==> src/design/des_pkg.sv <==
package des_pkg;

	localparam int BLOCK_W    = 64;
	localparam int HALF_W     = 32;
	localparam int SUBKEY_W   = 48;
	localparam int CD_W       = 28;
	localparam int NUM_ROUNDS = 16;
	localparam int NUM_SBOXES = 8;
	localparam int SBOX_IN_W  = 6;
	localparam int SBOX_OUT_W = 4;

	typedef logic [BLOCK_W-1:0]  block_t;
	typedef logic [HALF_W-1:0]   half_t;
	typedef logic [SUBKEY_W-1:0] subkey_t;
	typedef logic [CD_W-1:0]     cd_half_t;
	typedef logic [1:NUM_ROUNDS][SUBKEY_W-1:0] subkey_array_t;

	// left rotation applied to C and D before each round
	localparam int SHIFT_SCHEDULE [1:NUM_ROUNDS] = '{
		1, 1, 2, 2, 2, 2, 2, 2, 1, 2, 2, 2, 2, 2, 2, 1
	};

	// all tables list source bits in DES numbering, bit 1 being the msb
	localparam int IP_TABLE [BLOCK_W] = '{
		58, 50, 42, 34, 26, 18, 10, 2,
		60, 52, 44, 36, 28, 20, 12, 4,
		62, 54, 46, 38, 30, 22, 14, 6,
		64, 56, 48, 40, 32, 24, 16, 8,
		57, 49, 41, 33, 25, 17,  9, 1,
		59, 51, 43, 35, 27, 19, 11, 3,
		61, 53, 45, 37, 29, 21, 13, 5,
		63, 55, 47, 39, 31, 23, 15, 7
	};

	// inverse of IP
	localparam int FP_TABLE [BLOCK_W] = '{
		40, 8, 48, 16, 56, 24, 64, 32,
		39, 7, 47, 15, 55, 23, 63, 31,
		38, 6, 46, 14, 54, 22, 62, 30,
		37, 5, 45, 13, 53, 21, 61, 29,
		36, 4, 44, 12, 52, 20, 60, 28,
		35, 3, 43, 11, 51, 19, 59, 27,
		34, 2, 42, 10, 50, 18, 58, 26,
		33, 1, 41,  9, 49, 17, 57, 25
	};

	localparam int E_TABLE [SUBKEY_W] = '{
		32,  1,  2,  3,  4,  5,
		 4,  5,  6,  7,  8,  9,
		 8,  9, 10, 11, 12, 13,
		12, 13, 14, 15, 16, 17,
		16, 17, 18, 19, 20, 21,
		20, 21, 22, 23, 24, 25,
		24, 25, 26, 27, 28, 29,
		28, 29, 30, 31, 32,  1
	};

	localparam int P_TABLE [HALF_W] = '{
		16,  7, 20, 21, 29, 12, 28, 17,
		 1, 15, 23, 26,  5, 18, 31, 10,
		 2,  8, 24, 14, 32, 27,  3,  9,
		19, 13, 30,  6, 22, 11,  4, 25
	};

	// parity bits 8, 16, ... 64 are never selected
	localparam int PC1_TABLE [2*CD_W] = '{
		57, 49, 41, 33, 25, 17,  9,
		 1, 58, 50, 42, 34, 26, 18,
		10,  2, 59, 51, 43, 35, 27,
		19, 11,  3, 60, 52, 44, 36,
		63, 55, 47, 39, 31, 23, 15,
		 7, 62, 54, 46, 38, 30, 22,
		14,  6, 61, 53, 45, 37, 29,
		21, 13,  5, 28, 20, 12,  4
	};

	localparam int PC2_TABLE [SUBKEY_W] = '{
		14, 17, 11, 24,  1,  5,
		 3, 28, 15,  6, 21, 10,
		23, 19, 12,  4, 26,  8,
		16,  7, 27, 20, 13,  2,
		41, 52, 31, 37, 47, 55,
		30, 40, 51, 45, 33, 48,
		44, 49, 39, 56, 34, 53,
		46, 42, 50, 36, 29, 32
	};

	// each box holds four rows of sixteen, so the index is row * 16 + column
	localparam logic [SBOX_OUT_W-1:0] SBOX_TABLE [NUM_SBOXES][2**SBOX_IN_W] = '{
		// S1
		'{14,  4, 13,  1,  2, 15, 11,  8,  3, 10,  6, 12,  5,  9,  0,  7,
		   0, 15,  7,  4, 14,  2, 13,  1, 10,  6, 12, 11,  9,  5,  3,  8,
		   4,  1, 14,  8, 13,  6,  2, 11, 15, 12,  9,  7,  3, 10,  5,  0,
		  15, 12,  8,  2,  4,  9,  1,  7,  5, 11,  3, 14, 10,  0,  6, 13},
		// S2
		'{15,  1,  8, 14,  6, 11,  3,  4,  9,  7,  2, 13, 12,  0,  5, 10,
		   3, 13,  4,  7, 15,  2,  8, 14, 12,  0,  1, 10,  6,  9, 11,  5,
		   0, 14,  7, 11, 10,  4, 13,  1,  5,  8, 12,  6,  9,  3,  2, 15,
		  13,  8, 10,  1,  3, 15,  4,  2, 11,  6,  7, 12,  0,  5, 14,  9},
		// S3
		'{10,  0,  9, 14,  6,  3, 15,  5,  1, 13, 12,  7, 11,  4,  2,  8,
		  13,  7,  0,  9,  3,  4,  6, 10,  2,  8,  5, 14, 12, 11, 15,  1,
		  13,  6,  4,  9,  8, 15,  3,  0, 11,  1,  2, 12,  5, 10, 14,  7,
		   1, 10, 13,  0,  6,  9,  8,  7,  4, 15, 14,  3, 11,  5,  2, 12},
		// S4
		'{ 7, 13, 14,  3,  0,  6,  9, 10,  1,  2,  8,  5, 11, 12,  4, 15,
		  13,  8, 11,  5,  6, 15,  0,  3,  4,  7,  2, 12,  1, 10, 14,  9,
		  10,  6,  9,  0, 12, 11,  7, 13, 15,  1,  3, 14,  5,  2,  8,  4,
		   3, 15,  0,  6, 10,  1, 13,  8,  9,  4,  5, 11, 12,  7,  2, 14},
		// S5
		'{ 2, 12,  4,  1,  7, 10, 11,  6,  8,  5,  3, 15, 13,  0, 14,  9,
		  14, 11,  2, 12,  4,  7, 13,  1,  5,  0, 15, 10,  3,  9,  8,  6,
		   4,  2,  1, 11, 10, 13,  7,  8, 15,  9, 12,  5,  6,  3,  0, 14,
		  11,  8, 12,  7,  1, 14,  2, 13,  6, 15,  0,  9, 10,  4,  5,  3},
		// S6
		'{12,  1, 10, 15,  9,  2,  6,  8,  0, 13,  3,  4, 14,  7,  5, 11,
		  10, 15,  4,  2,  7, 12,  9,  5,  6,  1, 13, 14,  0, 11,  3,  8,
		   9, 14, 15,  5,  2,  8, 12,  3,  7,  0,  4, 10,  1, 13, 11,  6,
		   4,  3,  2, 12,  9,  5, 15, 10, 11, 14,  1,  7,  6,  0,  8, 13},
		// S7
		'{ 4, 11,  2, 14, 15,  0,  8, 13,  3, 12,  9,  7,  5, 10,  6,  1,
		  13,  0, 11,  7,  4,  9,  1, 10, 14,  3,  5, 12,  2, 15,  8,  6,
		   1,  4, 11, 13, 12,  3,  7, 14, 10, 15,  6,  8,  0,  5,  9,  2,
		   6, 11, 13,  8,  1,  4, 10,  7,  9,  5,  0, 15, 14,  2,  3, 12},
		// S8
		'{13,  2,  8,  4,  6, 15, 11,  1, 10,  9,  3, 14,  5,  0, 12,  7,
		   1, 15, 13,  8, 10,  3,  7,  4, 12,  5,  6, 11,  0, 14,  9,  2,
		   7, 11,  4,  1,  9, 12, 14,  2,  0,  6, 10, 13, 15,  3,  5,  8,
		   2,  1, 14,  7,  4, 10,  8, 13, 15, 12,  9,  0,  3,  5,  6, 11}
	};

endpackage

==> src/design/des_input_stage.sv <==
`timescale 1ns/1ps

module des_input_stage
	import des_pkg::*;
(
	input  logic   clock,
	input  logic   rst,
	input  block_t plaintext,
	input  logic   iv,
	output half_t  left,
	output half_t  right,
	output logic   valid
);

	block_t in_q;
	logic   in_valid_q;
	block_t ip_block;

	always_comb begin
		for (int i = 0; i < BLOCK_W; i++) begin
			ip_block[BLOCK_W-1-i] = in_q[BLOCK_W - IP_TABLE[i]];
		end
	end

	// the first stage captures the block and the second holds the permuted halves
	always_ff @(posedge clock) begin
		if (rst) begin
			in_q       <= '0;
			in_valid_q <= 1'b0;
			left       <= '0;
			right      <= '0;
			valid      <= 1'b0;
		end else begin
			in_q       <= plaintext;
			in_valid_q <= iv;
			left       <= ip_block[BLOCK_W-1 -: HALF_W];
			right      <= ip_block[HALF_W-1:0];
			valid      <= in_valid_q;
		end
	end

endmodule

==> config.mk <==
export PLATFORM = sky130hd
export DESIGN_NAME = des_input_stage
export DESIGN_NICKNAME = d
export VERILOG_FILES = /design/src/design/des_pkg.sv /design/src/design/des_input_stage.sv
export SDC_FILE = /design/constraint.sdc
export NUM_CORES = 1
export LEC_CHECK = 0
export BUFFER_PORTS_ARGS = -buffer_cell sky130_fd_sc_hd__buf_2
export CAP_MARGIN = 20
export CELL_PAD_IN_SITES_DETAIL_PLACEMENT = 1
export CELL_PAD_IN_SITES_GLOBAL_PLACEMENT = 1
export CORE_MARGIN = 3
export CORE_UTILIZATION = 39
export DETAILED_ROUTE_END_ITERATION = 8
export GPL_TIMING_DRIVEN = 0
export PLACE_DENSITY_LB_ADDON = 0.08
export REMOVE_ABC_BUFFERS = 1
export SYNTH_ARGS = -nofsm -noshare
export SYNTH_HDL_FRONTEND = slang
export SYNTH_SLANG_ARGS = --single-unit
==> constraint.sdc <==
create_clock -name clock -period 0.8 [get_ports clock]
set_input_delay 0.04 -clock clock [delete_from_list [all_inputs] [get_ports clock]]
set_output_delay 0.04 -clock clock [all_outputs]
set_load 0.03 [all_outputs]
==> results.yml, run 1 <==
floorplan:
  start_util_pct: 41.2
  die_width_um: 101
  dieArea_um2: 10100
  pin_count: 132
  die_h_um: 101
  core_region_area_um2: 8460
  rows: 33
synth:
  avgSynthCellArea_um2: 12.7
  ys_seq_elements: 130
  synth-edff-count: 0
  async_flop_share_pct: 0
  synth_warnings: 0
  postSynthCellCount: 274
  synth_top_area_share_pct: 74.6
  synth_sequential_area_ratio_pct: 74.6
  synth_largest_area_cell: "dfxtp_1"
  synth_commonest_cells: "dfxtp_1, nor2b_1, buf_2"
  ys_types: 4
  synth_ff_type: "dfxtp_1"
  synth.top_cells.by_area: "dfxtp_1, nor2b_1, buf_2, buf_4"
  netlist_area_um2: 3490
power_and_ir_drop:
  pwr_density_cell_nw_per_um2: 2830
  vdd_drop_max_uv: 1570
  total_power_mw: 17.1
  p_leak_nw: 2.66
critical_path:
  critPathTopFamily: "flip-flops"
  start_kind: "flip-flop"
  crit_path_max_incr_delay_ns: 0.35
  critPathBufInv: 1
  worst-path-max-fanout: 1
  worstSetupPathType: "reg2out"
  crit_chain: "buf_6"
  cp-end-kind: "primary output"
  crit_slowest_cell: "dfxtp_2"
  cp.required_ns: 0.76
  cp.arrival_ns: 1.00
run_status:
  violations: "setup timing"
  outcome: "complete, but fails checks"
clock_network:
  cts_sinks: 130
  cts_tree: "yes"
  cts_inserted_buffers: 17
  cts-root-buf: "clkbuf_8"
  clkTransAtPathRegs_ns: 0.06
  htreeDepth: 4
  clk_latency_ns: 0.51
  clk_path_buf_depth: 2
  cts_setup_buffers: 0
timing:
  min_period_ns: 1.04
  setup_violations: 65
  hold_viol_final: 0
  relSlewSlack_pct: 56.6
  rsz0062_at_grt: "true"
  tightest_slew_ns: 0.652
  period_share_pct: 130
  drv_slew: 0
  fmax_ghz: 0.965
  fin_ws_ns: -0.237
  skew_ns: 0.00655
layout:
  drive_gt1_share_pct: 46.8
  nNetsFinal: 543
  syn2layout_area_growth_pct: 73.6
  final_area_um2: 6060
  fin_util_pct: 71.6
route:
  post-route-drc-count: 0
  dr.pass1.iters: 4
  wire_per_inst_um: 16.7
  drt_wl_total_mm: 9.92
  vias: 2540
  drt_iter0_markers: 36
  vias_per_cell: 4.27
  ant_nets: 0
global_routing:
  antenna_found_initial: 1
  grt_overflow: 0
  grt_pass1_vias: 2897
  grt_start_max_net_pins: 68
  groute.usage.overall_pct: 20.6
  grt_pass1_wl_mm: 15.3
job:
  cap_violations: 0
hold_path:
  min_path_type: "in2reg"
placed_design:
  gp_congestion: 0.680
  dp_hpwl_mm: 4.39
  port_buffers: 131
  place_ws_ns: -0.347
  place_area_um2: 4230
==> cell families (layout without fill, tap and decap cells) <==
group | after synthesis | count (layout) | share of synthesized area (%)
and+or+nand+nor | 130 | 130 | 23.3
buffers and inverters | 14 | 229 | 2.08
other | 0 | 1 | 0
DFF | 130 | 130 | 74.6
==> power breakdown <==
| part | switching, mW | internal, mW |
|---|---|---|
| combinational | 0.598 | 0.725 |
| sequential | 0.113 | 6.81 |
| clock | 2.92 | 5.96 |
==> per-stage QoR <==
stage	instances	TNS [ns]	hold slack (ns)
floorplan	260	0	0.112
global placement	496	-148.55	0.246
detailed placement	497	-23.60	0.256
CTS	594	-14.35	0.0301
global route	595	-15.92	0.0485
finish	595	-12.92	0.0367
==> area by class of cell <==
type	instances	area, um2
repair buffers	197	1740
well taps	105	131
fillers	800	2410
clock buffers	20	455
diodes	1	2.50
clock inverters	12	228
flip-flops and latches	130	2680
multi-input cells	130	813
==> sequential cells by signal, indices dropped and copies added, names as in the netlist <==
name / cells
left: 32
in_q: 64
right: 32
valid: 1
in_valid_q: 1
==> layer usage <==
| metal | vias to the layer above | wire length [um] | track usage, % |
|---|---|---|---|
| met3 | 12 | 693 | 9.00 |
| met2 | 99 | 5650 | 38.8 |
| li1 | 1232 | - | - |
| met1 | 1197 | 3460 | 19.6 |
| met5 | - | 0 | 0 |
| met4 | 0 | 113 | 7.67 |
==> layout by cell type, fill, tap and decap left out, drive strengths merged <==
master	Yosys	layout
diode	0	1
dlygate4sd3	0	65
bufinv	0	6
buf	14	132
clkinv	0	5
clkbuf	0	20
nor2b	130	130
dfxtp	130	130
clkinvlp	0	1
==> worst paths after layout <==
path / from / endpoint / slack (ns) / cells after the start
min reg2reg: in_q[17]$_SDFF_PP0_ / right[5]$_SDFF_PP0_ / 0.44 / 1
max: left[6]$_SDFF_PP0_ / left[6] / -0.24 / 1
min: rst / in_q[60]$_SDFF_PP0_ / 0.04 / 2
max reg2reg: in_q[47]$_SDFF_PP0_ / right[26]$_SDFF_PP0_ / 0.20 / 1
==> timing repair <==
action,in CTS,in global routing
resized for setup,195,0
hold buffers,65,0
setup endpoints to repair,65,65
endpoints found under the hold margin,65,0
Note: power is estimated with default switching activity, not from simulation.
==> run 2, diff against run 1 <==
- CORE_ASPECT_RATIO: unset -> 1.1
- CORE_MARGIN: 3 -> 8
==> run 2 against run 1 <==
- the flow finishes with violations (hold timing, setup timing)
- non-clock buffer count is the same
- via count shrank 1.3%
- core utilization shrank 4.0 points
- critical path depth is the same
- hold slack lost 0.11 ns
- die area grew 21%
- power shrank 11%
- design area shrank 2.1%
- flip-flop and latch count is the same
- count of clock-buffer cells in the layout grew 3
- largest power group unchanged
- highest routed layer unchanged
==> results.yml, run 2 (synthesis gave the netlist of run 1 again) <==
route:
  post-route-drc-count: 0
  dr.pass1.iters: 4
  vias: 2507
  ant_nets: 0
  wire_per_inst_um: 16.3
  vias_per_cell: 4.16
  drt_iter0_markers: 57
  drt_wl_total_mm: 9.85
critical_path:
  critPathTopFamily: "flip-flops"
  cp.arrival_ns: 0.97
  cp-end-kind: "primary output"
  start_kind: "flip-flop"
  crit_path_max_incr_delay_ns: 0.33
  crit_chain: "buf_6"
  critPathBufInv: 1
  startpoint: "right[5]$_SDFF_PP0_"
  rr_startpoint: "in_q[17]$_SDFF_PP0_"
  crit_slowest_cell: "dfxtp_2"
  worstSetupPathType: "reg2out"
  worst-path-max-fanout: 1
  cp.required_ns: 0.76
run_status:
  violations: "hold timing, setup timing"
  outcome: "complete, but fails checks"
layout:
  diodes: 0
  final_common_cell: "nor2b_1"
  drive_gt1_share_pct: 46.2
  final_cells: 603
  syn2layout_area_growth_pct: 70.0
  nNetsFinal: 543
  top_register: "in_q"
  reg_top3: "in_q: 64 flops, left: 32 flops, right: 32 flops"
  largest_reg_flops: 64
timing:
  setup_violations: 65
  fin_ws_ns: -0.209
  skew_ns: 0.00669
  period_share_pct: 126
  holdWs_ns: -0.0733
  hold_viol_final: 29
  fmax_ghz: 0.992
  tightest_slew_ns: 0.379
  drv_slew: 0
  relSlewSlack_pct: 74.7
  rsz0062_at_grt: "true"
  min_period_ns: 1.01
power_and_ir_drop:
  total_power_mw: 15.3
  p_leak_nw: 2.59
  vdd_drop_max_uv: 1700
  pwr_density_cell_nw_per_um2: 2570
floorplan:
  start_util_pct: 39.7
  dieArea_um2: 12200
  core_region_area_um2: 8780
  pin_count: 132
  die_h_um: 115
  rows: 36
  die_width_um: 106
placed_design:
  port_buffers: 131
  dp_hpwl_mm: 4.92
  gp_congestion: 0.681
  dp_cells: 506
hold_path:
  min_path_type: "in2reg"
  min-delay-start: "rst"
global_routing:
  groute.usage.overall_pct: 16.7
  grt_pass1_wl_mm: 15.2
  grt_pass1_vias: 2948
  grt_start_max_net_pins: 99
  grt_overflow: 0
  antenna_found_initial: 0
clock_network:
  cts_setup_buffers: 0
  cts_sinks: 130
  clkTransAtPathRegs_ns: 0.06
  htreeDepth: 4
  cts_hold_buffers: 65
  cts-root-buf: "clkbuf_8"
  clk_path_buf_depth: 2
  cts_tree: "yes"
  cts_inserted_buffers: 17
  clk_latency_ns: 0.51
job:
  cap_violations: 0
## run 2: metrics by stage
| stage | hold slack, ns | instance area (um2) | setup TNS [ns] | setup slack [ns] | util, % |
|---|---|---|---|---|---|
| 6_report | -0.0733 | 5930 | -12.50 | -0.209 | 67.5 |
| 3_3_place_gp | 0.247 | 4210 | -149.42 | -1.17 | 48.0 |
| 2_1_floorplan | 0.112 | 3420 | 0 | 0.301 | - |
| 4_1_cts | -0.0935 | 5930 | -14.13 | -0.234 | 67.5 |
| 5_1_grt | -0.0702 | 5930 | -15.24 | -0.254 | 67.5 |
| 3_5_place_dp | 0.255 | 4240 | -18.16 | -0.217 | 48.3 |
## run 2: what timing repair did
action                     4_1_cts  5_1_grt
setup endpoints to repair       65       65
gates resized for setup        195        0
hold endpoints to repair        81       29
## run 2: final timing paths
kind / endpoint / slack [ns] / depth (start not counted)
setup / recovery: right[5] / -0.21 / 1
setup reg to reg: right[5]$_SDFF_PP0_ / 0.19 / 1
hold reg to reg: right[15]$_SDFF_PP0_ / 0.43 / 1
hold / removal: in_q[15]$_SDFF_PP0_ / -0.07 / 2
## run 2: power by group
group | switching, mW | internal [mW]
logic | 0.591 | 0.725
registers | 0.107 | 6.81
clock network | 2.69 | 4.34
total | 3.39 | 11.9
## run 2: area by class of cell
type                       count  area, um2
timing repair buffer         197       1740
clock inverter                 9       81.3
multi-input combinational    130        813
fill                         860       2850
tap                          114        143
clock buffer                  23        467
sequential                   130       2680
## run 2: layer usage
metal | GRT usage [%] | up-vias | routed length, um
li1 | - | 1227 | -
met1 | 14.8 | 1172 | 3470
met2 | 32.4 | 94 | 5550
met3 | 7.17 | 14 | 667
met4 | 6.38 | 0 | 155
met5 | 0 | - | 0
